===== src/logic/fds_pkg.sv =====
// Disk drive types, CPU bus and drive structs, register map and transfer timing
`default_nettype none

package fds_pkg;

	typedef logic [15:0] cpu_addr_t;
	typedef logic [7:0]  cpu_data_t;
	typedef logic [21:0] prg_addr_t;
	typedef logic [15:0] disk_pos_t;   // Byte offset within the disk side
	typedef logic [15:0] timer_t;

	typedef struct packed {
		cpu_addr_t addr;
		cpu_data_t data;    // Write data from the CPU
		logic      read;
		logic      write;
	} cpu_bus_t;

	// Fields of the $4025 control register
	typedef struct packed {
		logic motor_on;
		logic head_rewind;
		logic read_mode;       // Set when bit 2 is written low
		logic byte_transfer;
		logic disk_irq_en;
	} drive_ctrl_t;

	typedef struct packed {
		logic byte_flag;       // Byte ready for the CPU
		logic disk_end;
		logic disk_ready;
		logic disk_access;     // CPU touches the disk image this cycle
	} drive_status_t;

	localparam cpu_addr_t REG_TIMER_LO     = 16'h4020;
	localparam cpu_addr_t REG_TIMER_HI     = 16'h4021;
	localparam cpu_addr_t REG_TIMER_CTRL   = 16'h4022;
	localparam cpu_addr_t REG_IO_ENABLE    = 16'h4023;
	localparam cpu_addr_t REG_WRITE_DATA   = 16'h4024;
	localparam cpu_addr_t REG_DISK_CTRL    = 16'h4025;
	localparam cpu_addr_t REG_IRQ_STATUS   = 16'h4030;
	localparam cpu_addr_t REG_READ_DATA    = 16'h4031;
	localparam cpu_addr_t REG_DRIVE_STATUS = 16'h4032;
	localparam cpu_addr_t REG_EXT_STATUS   = 16'h4033;

	// Much shorter than a real drive
	localparam logic [15:0] PRE_GAP_DELAY = 16'd1023;
	localparam logic [15:0] BYTE_DELAY    = 16'd99;

	localparam disk_pos_t   DISK_END_POS    = 16'd65499;
	localparam logic [17:0] SIDE0_OFFSET    = 18'd16;    // Skips the image file header
	localparam logic [3:0]  DISK_IMAGE_BANK = 4'b1111;
	localparam cpu_data_t   START_BYTE      = 8'h80;

endpackage

`default_nettype wire


===== src/logic/fds_control_regs.sv =====
// CPU register decode, $4023/$4025 control, status read data and PRG address map
`timescale 1ns/1ps
`default_nettype none

module fds_control_regs
	import fds_pkg::*;
(
	input  wire                clk,
	input  wire                diskreset,
	input  wire                ce,
	input  wire cpu_bus_t      bus,
	input  wire drive_status_t status,
	input  wire                timer_irq,
	input  wire disk_pos_t     disk_pos,
	output drive_ctrl_t        ctrl,
	output logic               io_enable,
	output logic               wr_data_strobe,
	output logic               rd_data_strobe,
	output logic               rd_status_strobe,
	output cpu_data_t          dout,
	output logic               bus_drive,
	output prg_addr_t          prg_aout,
	output logic               prg_allow
);

	logic        wr_tick;
	logic        rd_tick;
	logic        is_wram;
	logic [5:0]  prg_bank;
	logic [17:0] image_offset;

	assign wr_tick = ce & bus.write;
	assign rd_tick = ce & bus.read;

	always_ff @(posedge clk) begin
		if (diskreset) begin
			io_enable <= 1'b0;
			ctrl      <= '0;
		end else if (wr_tick) begin
			if (bus.addr == REG_IO_ENABLE)
				io_enable <= bus.data[0];
			if (bus.addr == REG_DISK_CTRL) begin
				ctrl.motor_on      <= bus.data[0];
				ctrl.head_rewind   <= bus.data[1];
				ctrl.read_mode     <= !bus.data[2];
				ctrl.byte_transfer <= bus.data[6];
				ctrl.disk_irq_en   <= bus.data[7];
			end
		end
	end

	assign wr_data_strobe   = wr_tick && bus.addr == REG_WRITE_DATA;
	assign rd_data_strobe   = rd_tick && bus.addr == REG_READ_DATA;
	assign rd_status_strobe = rd_tick && bus.addr == REG_IRQ_STATUS;

	// Only the status registers drive the bus and $4031 data comes from the image
	always_comb begin
		dout      = '0;
		bus_drive = bus.read;
		case (bus.addr)
			REG_IRQ_STATUS:
				dout = {1'b0, status.disk_end, 4'd0, status.byte_flag, timer_irq};
			REG_DRIVE_STATUS:
				dout = {6'b010000, !status.disk_ready, 1'b0};
			REG_EXT_STATUS:
				dout = 8'h80;   // Battery good
			default:
				bus_drive = 1'b0;
		endcase
	end

	// $6000-$DFFF
	assign is_wram = bus.addr[15] ^ (&bus.addr[14:13]);

	// Work RAM sits in banks 4-7, BIOS in bank 0
	assign prg_bank     = is_wram ? {3'b000, bus.addr[15:13] + 3'd1} : 6'd0;
	assign image_offset = SIDE0_OFFSET + {2'b00, disk_pos};

	assign prg_aout = status.disk_access ? {DISK_IMAGE_BANK, image_offset}
		: {3'b000, prg_bank, bus.addr[12:0]};

	assign prg_allow = (bus.read && bus.addr[15]) || is_wram || status.disk_access;

endmodule

`default_nettype wire


===== src/logic/fds_disk_drive.sv =====
// Drive byte timing, disk position counter and block-end tracking
`timescale 1ns/1ps
`default_nettype none

module fds_disk_drive
	import fds_pkg::*;
(
	input  wire              clk,
	input  wire              diskreset,
	input  wire              ce,
	input  wire cpu_bus_t    bus,
	input  wire cpu_data_t   disk_byte,
	input  wire drive_ctrl_t ctrl,
	input  wire              wr_data_strobe,
	input  wire              rd_data_strobe,
	input  wire              rd_status_strobe,
	output drive_status_t    status,
	output disk_pos_t        disk_pos,
	output logic             disk_irq
);

	logic [15:0] xfer_cnt_q;
	disk_pos_t   byte_cnt_q;     // Bytes into the current block
	disk_pos_t   file_size_q;
	logic [2:0]  block_type_q;
	logic        block_end_q;
	logic        after_pre_gap_q;
	logic        byte_flag_q;
	logic        new_byte_q;
	logic        got_start_q;
	logic        got_start_d_q;
	logic        status_read_q;
	logic        read_d_q;
	logic        write_d_q;

	logic        read_access;
	logic        write_access;
	logic        read_tick;
	logic        write_tick;
	logic        xfer_start;
	logic        byte_slot;
	logic        block_done;
	logic        disk_end;
	cpu_data_t   disk_data;

	assign read_access  = bus.read && bus.addr == REG_READ_DATA;
	assign write_access = bus.write && bus.addr == REG_WRITE_DATA && !ctrl.read_mode &&
		ctrl.byte_transfer && got_start_d_q && ctrl.motor_on && !ctrl.head_rewind &&
		!block_end_q;
	assign read_tick  = rd_data_strobe & ctrl.read_mode;
	assign write_tick = wr_data_strobe & write_access;
	assign disk_data  = write_access ? bus.data : disk_byte;

	// Rising edge of the transfer bit in a $4025 write
	assign xfer_start = ce && bus.write && bus.addr == REG_DISK_CTRL && bus.data[6] &&
		!ctrl.byte_transfer;

	assign byte_slot = ctrl.motor_on && !ctrl.head_rewind && (after_pre_gap_q ?
		(xfer_cnt_q == BYTE_DELAY && !xfer_start) : xfer_cnt_q == PRE_GAP_DELAY);

	// Image files drop the CRC bytes, so block length comes from the header
	always_comb begin
		case (block_type_q)
			3'd1:    block_done = byte_cnt_q == 16'h0037;
			3'd2:    block_done = byte_cnt_q == 16'h0001;
			3'd3:    block_done = byte_cnt_q == 16'h000F;
			3'd4:    block_done = byte_cnt_q == file_size_q;
			default: block_done = 1'b0;
		endcase
	end

	always_ff @(posedge clk) begin
		if ((read_tick || write_tick) && block_type_q == 3'd3) begin
			if (byte_cnt_q == 16'h000D)
				file_size_q[7:0] <= disk_data;
			if (byte_cnt_q == 16'h000E)
				file_size_q[15:8] <= disk_data;
		end
	end

	always_ff @(posedge clk) begin
		if (diskreset) begin
			xfer_cnt_q      <= '0;
			byte_cnt_q      <= '0;
			block_type_q    <= '0;
			block_end_q     <= 1'b0;
			after_pre_gap_q <= 1'b0;
			byte_flag_q     <= 1'b0;
			new_byte_q      <= 1'b0;
			got_start_q     <= 1'b0;
			got_start_d_q   <= 1'b0;
			status_read_q   <= 1'b0;
			read_d_q        <= 1'b0;
			write_d_q       <= 1'b0;
			disk_pos        <= '0;
		end else if (ce) begin
			status_read_q <= rd_status_strobe;
			read_d_q      <= rd_data_strobe;
			write_d_q     <= write_tick;
			got_start_d_q <= got_start_q;

			if (wr_data_strobe) begin
				byte_flag_q <= 1'b0;
				if (!ctrl.read_mode && ctrl.byte_transfer && bus.data == START_BYTE)
					got_start_q <= 1'b1;
			end

			if (xfer_start) begin
				byte_flag_q   <= !ctrl.read_mode;   // Writes get their first byte request at once
				new_byte_q    <= 1'b0;
				got_start_q   <= 1'b0;
				got_start_d_q <= 1'b0;
				byte_cnt_q    <= '0;
				block_end_q   <= 1'b0;
				block_type_q  <= '0;
			end

			if ((read_tick || write_tick) && byte_cnt_q == '0)
				block_type_q <= disk_data[2:0];

			if (status_read_q || read_d_q)
				byte_flag_q <= 1'b0;

			// Position moves one tick after the byte was taken
			if (((read_d_q && ctrl.read_mode) || write_d_q) && new_byte_q) begin
				new_byte_q <= 1'b0;
				byte_cnt_q <= byte_cnt_q + 1'b1;
				if (!disk_end && !block_end_q)
					disk_pos <= disk_pos + 1'b1;
				if (block_done)
					block_end_q <= 1'b1;
			end

			if (!ctrl.motor_on) begin
				xfer_cnt_q <= '0;
			end else if (ctrl.head_rewind) begin
				xfer_cnt_q      <= '0;
				disk_pos        <= '0;
				after_pre_gap_q <= 1'b0;
			end else if (byte_slot || (after_pre_gap_q && xfer_start)) begin
				xfer_cnt_q      <= '0;
				after_pre_gap_q <= 1'b1;
			end else begin
				xfer_cnt_q <= xfer_cnt_q + 1'b1;
			end

			if (byte_slot && ctrl.byte_transfer) begin
				byte_flag_q <= 1'b1;
				new_byte_q  <= 1'b1;
			end
		end
	end

	assign disk_end = disk_pos == DISK_END_POS;
	assign disk_irq = byte_flag_q & ctrl.disk_irq_en;

	assign status = '{
		byte_flag:   byte_flag_q,
		disk_end:    disk_end,
		disk_ready:  ctrl.motor_on && !ctrl.head_rewind && !disk_end,
		disk_access: read_access || write_access
	};

endmodule

`default_nettype wire


===== src/logic/fds_mapper_top.sv =====
// Disk drive side of the FDS mapper: registers, interval timer and drive engine
`timescale 1ns/1ps
`default_nettype none

module fds_mapper_top
	import fds_pkg::*;
(
	input  wire            clk,
	input  wire            diskreset,
	input  wire            ce,          // CPU cycle enable
	input  wire cpu_bus_t  bus,
	input  wire cpu_data_t disk_byte,   // Byte fetched from the disk image
	output cpu_data_t      dout,
	output logic           bus_drive,
	output prg_addr_t      prg_aout,
	output logic           prg_allow,
	output logic           irq
);

	drive_ctrl_t   ctrl;
	drive_status_t status;
	disk_pos_t     disk_pos;
	logic          io_enable;
	logic          wr_data_strobe;
	logic          rd_data_strobe;
	logic          rd_status_strobe;
	logic          timer_irq;
	logic          disk_irq;

	fds_control_regs u_regs (
		.clk              (clk),
		.diskreset        (diskreset),
		.ce               (ce),
		.bus              (bus),
		.status           (status),
		.timer_irq        (timer_irq),
		.disk_pos         (disk_pos),
		.ctrl             (ctrl),
		.io_enable        (io_enable),
		.wr_data_strobe   (wr_data_strobe),
		.rd_data_strobe   (rd_data_strobe),
		.rd_status_strobe (rd_status_strobe),
		.dout             (dout),
		.bus_drive        (bus_drive),
		.prg_aout         (prg_aout),
		.prg_allow        (prg_allow)
	);

	fds_timer_irq u_timer (
		.clk              (clk),
		.diskreset        (diskreset),
		.ce               (ce),
		.bus              (bus),
		.io_enable        (io_enable),
		.rd_status_strobe (rd_status_strobe),
		.timer_irq        (timer_irq)
	);

	fds_disk_drive u_drive (
		.clk              (clk),
		.diskreset        (diskreset),
		.ce               (ce),
		.bus              (bus),
		.disk_byte        (disk_byte),
		.ctrl             (ctrl),
		.wr_data_strobe   (wr_data_strobe),
		.rd_data_strobe   (rd_data_strobe),
		.rd_status_strobe (rd_status_strobe),
		.status           (status),
		.disk_pos         (disk_pos),
		.disk_irq         (disk_irq)
	);

	assign irq = timer_irq | disk_irq;   // Shared CPU IRQ line

endmodule

`default_nettype wire


===== src/logic/fds_timer_irq.sv =====
// Interval timer with one-shot or repeating IRQ
`timescale 1ns/1ps
`default_nettype none

module fds_timer_irq
	import fds_pkg::*;
(
	input  wire           clk,
	input  wire           diskreset,
	input  wire           ce,
	input  wire cpu_bus_t bus,
	input  wire           io_enable,
	input  wire           rd_status_strobe,
	output logic          timer_irq
);

	timer_t latch_q;
	timer_t count_q;
	logic   irq_en_q;
	logic   repeat_q;
	logic   status_read_q;   // $4030 was read on the previous tick
	logic   wr_tick;

	assign wr_tick = ce & bus.write;

	always_ff @(posedge clk) begin
		if (wr_tick && bus.addr == REG_TIMER_LO)
			latch_q[7:0] <= bus.data;
		if (wr_tick && bus.addr == REG_TIMER_HI)
			latch_q[15:8] <= bus.data;
	end

	always_ff @(posedge clk) begin
		if (diskreset) begin
			count_q       <= '0;
			irq_en_q      <= 1'b0;
			repeat_q      <= 1'b0;
			status_read_q <= 1'b0;
			timer_irq     <= 1'b0;
		end else if (ce) begin
			status_read_q <= rd_status_strobe;

			if (irq_en_q) begin
				if (count_q == '0) begin
					timer_irq <= 1'b1;
					count_q   <= latch_q;   // Reload for repeat mode
					if (!repeat_q)
						irq_en_q <= 1'b0;
				end else begin
					count_q <= count_q - 1'b1;
				end
			end

			if (status_read_q)
				timer_irq <= 1'b0;

			if (wr_tick && bus.addr == REG_TIMER_CTRL) begin
				repeat_q <= bus.data[0];
				irq_en_q <= bus.data[1] & io_enable;
				if (bus.data[1] && io_enable)
					count_q <= latch_q;
				else
					timer_irq <= 1'b0;
			end

			// Disabled register block kills the timer
			if (!io_enable) begin
				irq_en_q  <= 1'b0;
				timer_irq <= 1'b0;
			end
		end
	end

endmodule

`default_nettype wire


===== config.mk =====
export PLATFORM = sky130hd
export DESIGN_NAME = fds_mapper_top
export DESIGN_NICKNAME = d
export VERILOG_FILES = /design/src/logic/fds_pkg.sv /design/src/logic/fds_control_regs.sv /design/src/logic/fds_disk_drive.sv /design/src/logic/fds_mapper_top.sv /design/src/logic/fds_timer_irq.sv
export SDC_FILE = /design/constraint.sdc
export NUM_CORES = 1
export LEC_CHECK = 0
export BUFFER_PORTS_ARGS = -buffer_cell sky130_fd_sc_hd__buf_2
export CORE_MARGIN = 4
export CORE_UTILIZATION = 42
export CTS_CLUSTER_DIAMETER = 60
export DETAILED_ROUTE_END_ITERATION = 7
export PLACE_DENSITY_LB_ADDON = 0.08
export SETUP_SLACK_MARGIN = 0.5
export SLEW_MARGIN = 20
export SYNTH_ARGS = -nofsm -noshare
export SYNTH_HDL_FRONTEND = slang
export SYNTH_SLANG_ARGS = --single-unit

===== constraint.sdc =====
create_clock -name clk -period 2.5 [get_ports clk]
set_input_delay 0.25 -clock clk [delete_from_list [all_inputs] [get_ports clk]]
set_output_delay 0.25 -clock clk [all_outputs]
set_load 0.005 [all_outputs]

==> run_results.csv, run 1 <==
group,metric,value,unit
critical_path,crit_path_top_delay_cell,"sky130_fd_sc_hd__dfxtp_2",
sta,slew_headroom,60.6,%
sta,rsz0062_at_grt,"true",
floorplan,initial_utilization,43.0,%
critical_path,path_class,"reg -> out",
yosys,synth_top_area_share,25.9,%
floorplan,floorplan.die.height,133,um
clock_network,clkTransAtPathRegs,0.06,ns
clock_network,post_cts_hold_buffer_count,0,
sta,finalSetupTns,0,ns
yosys,ys_types,69,
yosys,synth-seq-area-share,40.6,%
sta,final_worst_clock_skew,0.00635,ns
power,irDropWorstVdd,0.560,mV
placed_design,dp_hpwl,13500,um
critical_path,worstSetupStartpointType,"register",
layout,drive_above_1_share,37.2,%
global_route,antenna_found_initial,0,
clock_network,cts_inserted_buffers,17,
placed_design,dpl_cell_area,7380,sq um
power,post-layout-total-power,4.82,mW
yosys,avgSynthCellArea,8.61,sq um
critical_path,critical_path_required,2.25,ns
critical_path,endpoint_kind,"output port",
detailed_routing,total_wirelength_of_the_detailed_routed_design,21200,um
detailed_routing,detail-route-antenna-nets,0,
floorplan,io_pins,70,
detailed_routing,drc,0,
global_route,gr-usage-all-layers,22.8,%
floorplan,fp.coreArea,15300,sq um
critical_path,critical_path_peak_fanout,8,
yosys,yosys_register_bits,117,
yosys,dominant_cell_by_count_in_the_synthesized_netlist,"sky130_fd_sc_hd__dfxtp_1",
clock_network,clk_path_buf_depth,2,
floorplan,die-width,133,um
yosys,synth-main-ff-cell,"sky130_fd_sc_hd__dfxtp_1",
yosys,netlist_instances,762,
sta,crit_path_time_final,2.23,ns
yosys,synth_area_leader_cell,"sky130_fd_sc_hd__dfxtp_1",
sta,slew_worst_pin,0.589,ns
clock_network,clock_tree.htree_level_count,4,
global_route,grt_overflow_total,0,
detailed_routing,wl_per_cell,18.6,um
floorplan,fp.dieArea,17700,sq um
global_route,grt_max_degree,48,
yosys,syn_area,6560,sq um
detailed_routing,detail_route.first_pass.iterations,5,
clock_network,clock_latency,0.42,ns
placed_design,gp_congestion,0.850,
global_route,grt_first_pass_wirelength,32800,um
clock_network,clock_sink_count,117,
run_status,status,"finished, final reports clean",
yosys,synth_top_cells_by_area,"sky130_fd_sc_hd__dfxtp_1 (26%), sky130_fd_sc_hd__edfxtp_1 (15%), sky130_fd_sc_hd__nand2_1 (4.3%)",
sta,max_freq,0.448,GHz
floorplan,placement_rows,45,
clock_network,tritoncts,"built",
critical_path,arrival,1.98,ns
power,power_leakage,3.56,nW
layout,net_count_reported_at_finish,964,
yosys,number_of_enable_flip_flop_cells_after_synthesis,32,
critical_path,slowest_delay,0.34,ns
power,power_density,520,nW/um^2
sta,max_slew_violation_count,0,
sta,hold_viol,0,
layout,antenna_cells_inserted,0,
placed_design,port_buffers,64,
yosys,synth_async_sr_flop_share,0,%
critical_path,path_cells,"buf_6 > nor4b_4 > nand4_1 > nor4_4 > a21oi_4 > inv_2 > and4_1 > buf_2",
layout,final_area,9280,sq um
detailed_routing,route.detailed.vias_per_inst,5.74,
global_route,vias_in_the_first_global_route,6295,
sta,setup-violations-final,0,
sta,final_min_period_over_clock_period,89.4,%
clock_network,ctsRootBufferMaster,"sky130_fd_sc_hd__clkbuf_16",
detailed_routing,vias_after_detailed_routing,6541,
detailed_routing,drt_iter0_markers,538,
layout,layout_area_growth_over_synthesis,41.5,%
flow_run,drv_cap,0,
yosys,synth_top_cells_by_count,"sky130_fd_sc_hd__dfxtp_1 (85), sky130_fd_sc_hd__nand2_1 (76), sky130_fd_sc_hd__nor2_1 (71)",
worst_hold_path,hold_path.class,"in -> reg",
yosys,yosysWarningCount,0,
[power by group]
group | leakage [nW] | total [mW] | internal (mW) | switching [mW]
Combinational | 2.27 | 0.253 | 0.0990 | 0.154
Clock | 0.307 | 2.64 | 1.72 | 0.915
Sequential | 0.987 | 1.93 | 1.93 | 0.00000138
[per-stage QoR]
stage	hold slack [ns]	cells	utilization [%]	setup slack (ns)
after floorplan	0.349	766	-	0.469
after detailed placement	0.454	1050	48.4	0.0213
after global routing	0.0729	1140	60.8	0.169
final	0.0775	1140	60.8	0.266
after CTS	0.0713	1114	56.2	0.190
after global placement	0.446	1050	48.4	0.0861
[area by class of cell]
cell class / instances / area, sq um
clock buffer: 20 / 457
clock inverter: 12 / 176
fill: 1309 / 5980
inverter: 22 / 82.6
multi-input combinational: 587 / 4290
sequential: 117 / 2720
tap: 211 / 264
timing repair buffer: 171 / 1300
[cell usage in the layout (no fill, tap or decap), drive strengths merged, types with 4 or more instances in the layout]
cell	synthesis	final
buf	18	170
dfxtp	85	85
nand2	76	76
nor2	71	71
a21oi	46	46
nand3	41	41
edfxtp	32	32
o21ai	32	32
nor3	29	29
xnor2	27	27
inv	22	24
clkbuf	27	21
xor2	20	20
nor4	20	20
nand4	18	18
a31oi	17	17
a21o	14	14
and3	14	14
nand2b	10	13
or3	12	12
nor2b	10	11
ha	11	11
nand3b	8	8
and2	8	8
nor4b	8	8
or4	7	7
a22o	6	6
mux2i	6	6
a211oi	6	6
conb	1	5
mux2	5	5
a22oi	5	5
nor3b	5	5
nand4b	4	4
and4	4	4
o32ai	4	4
a32oi	4	4
bufinv	0	4
clkinv	0	4
[path summary, 6_finish.rpt]
| path | depth (start not counted) | from | slack, ns | endpoint |
|---|---|---|---|---|
| hold / removal | 1 | bus[6] | 0.08 | u_timer.latch_q[4] |
| setup reg to reg | 12 | u_regs.ctrl[1] | 0.27 | u_drive.block_type_q[0] |
| setup / recovery | 8 | u_regs.ctrl[1] | 0.27 | prg_aout[16] |
| hold reg to reg | 2 | u_regs.ctrl[0] | 0.47 | u_regs.ctrl[0] |
[per-layer routing]
| metal | track usage (%) | part of all wire, % | up-vias |
|---|---|---|---|
| met4 | 7.10 | 1.8 | 0 |
| li1 | - | - | 3090 |
| met2 | 36.9 | 49 | 216 |
| met5 | 0 | 0 | - |
| met3 | 4.79 | 5.6 | 38 |
| met1 | 30.6 | 44 | 3197 |
[registers in the layout, indices dropped and copies added (netlist names)]
signal and count:
u_drive.block_type_q 3, u_drive.got_start_d_q 1, u_timer.count_q 16, u_regs.io_enable 1, u_drive.disk_pos 16, u_drive.write_d_q 1, u_timer.timer_irq 1, u_drive.xfer_cnt_q 16
u_timer.irq_en_q 1, u_timer.repeat_q 1, u_drive.got_start_q 1, u_drive.new_byte_q 1, u_drive.after_pre_gap_q 1, u_regs.ctrl 5, u_drive.status_read_q 1, u_drive.byte_cnt_q 16
u_drive.block_end_q 1, u_drive.byte_flag_q 1, u_timer.latch_q 16, u_drive.file_size_q 16, u_drive.read_d_q 1
[critical path: cells and delay by family (launching register included)]
kind                   cells  cell delay, ns
flip-flops                 1            0.34
AO/OA/AOI/OAI              1            0.11
AND/OR/NAND/NOR            4            0.83
buffers and inverters      3            0.28
[cells by family (layout without fill, tap and decap cells)]
kind of cell               Yosys count  count (layout)  share of synthesized area (%)
and+or+nand+nor                    356             360                           29.7
AOI/OAI and AO/OA                  152             153                           14.6
DFF                                117             117                           40.6
buffers and inverters               67             225                           4.92
xor gates and xnor gates            47              47                           6.27
adders and majority gates           11              11                           2.10
muxes                               11              11                           1.77
other                                1               5                         0.0572
[repair_timing]
action | CTS | global route
gates resized for setup | 83 | 125
endpoints found under the setup margin | 83 | 108
setup buffers | 28 | 22
gates cloned | 4 | 4
pin swaps | 32 | 63
Power figures use the tool's default switching activity.
==> run 2, diff against run 1 <==
Settings changed: BUFFER_PORTS_ARGS -buffer_cell sky130_fd_sc_hd__buf_2 to -buffer_cell sky130_fd_sc_hd__buf_4, CORE_ASPECT_RATIO from default to 1.1.
==> run 2 against run 1 <==
Utilization shrank 0.81 points. Highest routed layer unchanged. Largest power group unchanged. Power shrank 4.9%. Clock skew grew 0.0013 ns. Worst hold slack lost 0.019 ns. Global-route usage shrank 0.70 points.
==> run_results.csv, run 2 (synthesis gave the netlist of run 1 again) <==
group,metric,value,unit
clock_network,clock_tree.htree_level_count,4,
global_route,grt_max_degree,30,
clock_network,cts_inserted_buffers,17,
floorplan,floorplan.die.height,139,um
layout,layout_commonest_cell,"sky130_fd_sc_hd__buf_4",
clock_network,post_cts_hold_buffer_count,0,
floorplan,fp.dieArea,17700,sq um
global_route,antenna_found_initial,0,
sta,finalSetupTns,0,ns
sta,max_freq,0.442,GHz
clock_network,clock_sink_count,117,
detailed_routing,route.detailed.vias_per_inst,5.70,
critical_path,endpoint_kind,"register",
floorplan,fp.coreArea,15200,sq um
sta,final_min_period_over_clock_period,90.4,%
run_status,status,"finished, final reports clean",
critical_path,arrival,2.54,ns
sta,hold_viol,0,
sta,slew_headroom,57.2,%
floorplan,io_pins,70,
critical_path,path_class,"reg -> reg",
critical_path,worstSetupStartpointType,"register",
detailed_routing,wl_per_cell,18.2,um
layout,drive_above_1_share,34.9,%
sta,crit_path_time_final,2.26,ns
sta,setup-violations-final,0,
floorplan,die-width,127,um
floorplan,initial_utilization,43.2,%
clock_network,clkTransAtPathRegs,0.06,ns
layout,antenna_cells_inserted,0,
flow_run,drv_cap,0,
floorplan,placement_rows,47,
clock_network,clk_path_buf_depth,2,
clock_network,clock_latency,0.42,ns
layout,finish.utilization,60.0,%
global_route,vias_in_the_first_global_route,6164,
power,irDropWorstVdd,0.481,mV
detailed_routing,drt_iter0_markers,497,
placed_design,dp_hpwl,13300,um
detailed_routing,vias_after_detailed_routing,6298,
detailed_routing,detail-route-antenna-nets,0,
critical_path,critical_path_required,2.78,ns
detailed_routing,total_wirelength_of_the_detailed_routed_design,20100,um
sta,rsz0062_at_grt,"true",
global_route,gr-usage-all-layers,22.1,%
sta,slew_worst_pin,0.639,ns
detailed_routing,drc,0,
critical_path,critical_path_peak_fanout,2,
sta,final_worst_clock_skew,0.00761,ns
placed_design,port_buffers,64,
power,power_density,504,nW/um^2
layout,commonest_non_fill_non_tap_cells_in_the_layout,"sky130_fd_sc_hd__buf_4 (124), sky130_fd_sc_hd__nand2_1 (68), sky130_fd_sc_hd__nor2_1 (65)",
detailed_routing,detail_route.first_pass.iterations,5,
clock_network,ctsRootBufferMaster,"sky130_fd_sc_hd__clkbuf_16",
sta,max_slew_violation_count,0,
layout,layout_area_growth_over_synthesis,38.8,%
global_route,grt_first_pass_wirelength,31800,um
global_route,grt_overflow_total,0,
power,power_leakage,3.42,nW
clock_network,tritoncts,"built",
worst_hold_path,hold_path.class,"in -> reg",
layout,net_count_reported_at_finish,943,
placed_design,gp_congestion,0.845,
[run 2: layer usage]
layer / vias up / global-route usage (%) / routed length (um)
li1: 3045 / - / -
met1: 3012 / 28.8 / 8840
met2: 191 / 36.2 / 9810
met3: 50 / 4.39 / 861
met4: 0 / 8.24 / 592
met5: - / 0 / 0
[run 2: power breakdown]
part,total (mW),switching [mW],leakage (nW),internal [mW]
Combinational,0.250,0.149,2.14,0.101
Clock,2.41,0.890,0.289,1.52
Sequential,1.93,0.00000155,0.988,1.93
[run 2: path summary, 6_finish.rpt]
check                            from  slack [ns]             endpoint  cells past startpoint
setup / recovery  u_drive.disk_pos[5]        0.24  u_drive.disk_pos[5]                     16
hold / removal                 bus[6]        0.06  u_timer.latch_q[12]                      1
setup reg to reg  u_drive.disk_pos[5]        0.24  u_drive.disk_pos[5]                     16
hold reg to reg        u_regs.ctrl[0]        0.46       u_regs.ctrl[0]                      2
[run 2: timing repair]
action / 4_1_cts / 5_1_grt
endpoints found under the setup margin: 72 / 110
buffers inserted: 39 / 19
gates resized for setup: 90 / 100
gates cloned: 3 / 1
pin swaps: 33 / 56
[run 2: layout make-up]
class	instances	area, sq um
fillers	1338	6070
multi-input cells	585	4210
flip-flops and latches	117	2720
repair buffers	152	1270
clock buffers	19	454
well taps	196	245
clock inverters	13	128
inverters	22	82.6
[run 2: stage by stage]
| stage | cells | setup WS (ns) | cell area (sq um) | power (mW) | hold slack, ns |
|---|---|---|---|---|---|
| finish | 1104 | 0.239 | 9110 | 4.59 | 0.0580 |
| global route | 1104 | 0.162 | 9110 | 4.74 | 0.0377 |
| CTS | 1084 | 0.239 | 8550 | 4.62 | 0.0393 |
| detailed placement | 1010 | 0.0834 | 7330 | 2.21 | 0.456 |
| global placement | 1010 | 0.204 | 7330 | 2.21 | 0.457 |
| floorplan | 766 | 0.469 | 6630 | 2.08 | 0.349 |
[run 2: worst max-delay path: stages, from the launching register on]
cell                      delay [ns]
sky130_fd_sc_hd__dfxtp_2        0.33
sky130_fd_sc_hd__inv_2          0.05
sky130_fd_sc_hd__buf_4          0.12
sky130_fd_sc_hd__buf_4          0.12
sky130_fd_sc_hd__buf_4          0.12
sky130_fd_sc_hd__buf_4          0.12
sky130_fd_sc_hd__buf_4          0.12
sky130_fd_sc_hd__buf_4          0.12
sky130_fd_sc_hd__buf_4          0.12
sky130_fd_sc_hd__buf_4          0.12
sky130_fd_sc_hd__buf_4          0.12
sky130_fd_sc_hd__buf_4          0.13
sky130_fd_sc_hd__buf_4          0.12
sky130_fd_sc_hd__buf_4          0.12
sky130_fd_sc_hd__buf_4          0.13
sky130_fd_sc_hd__xnor2_2        0.11
sky130_fd_sc_hd__nor2_1         0.05
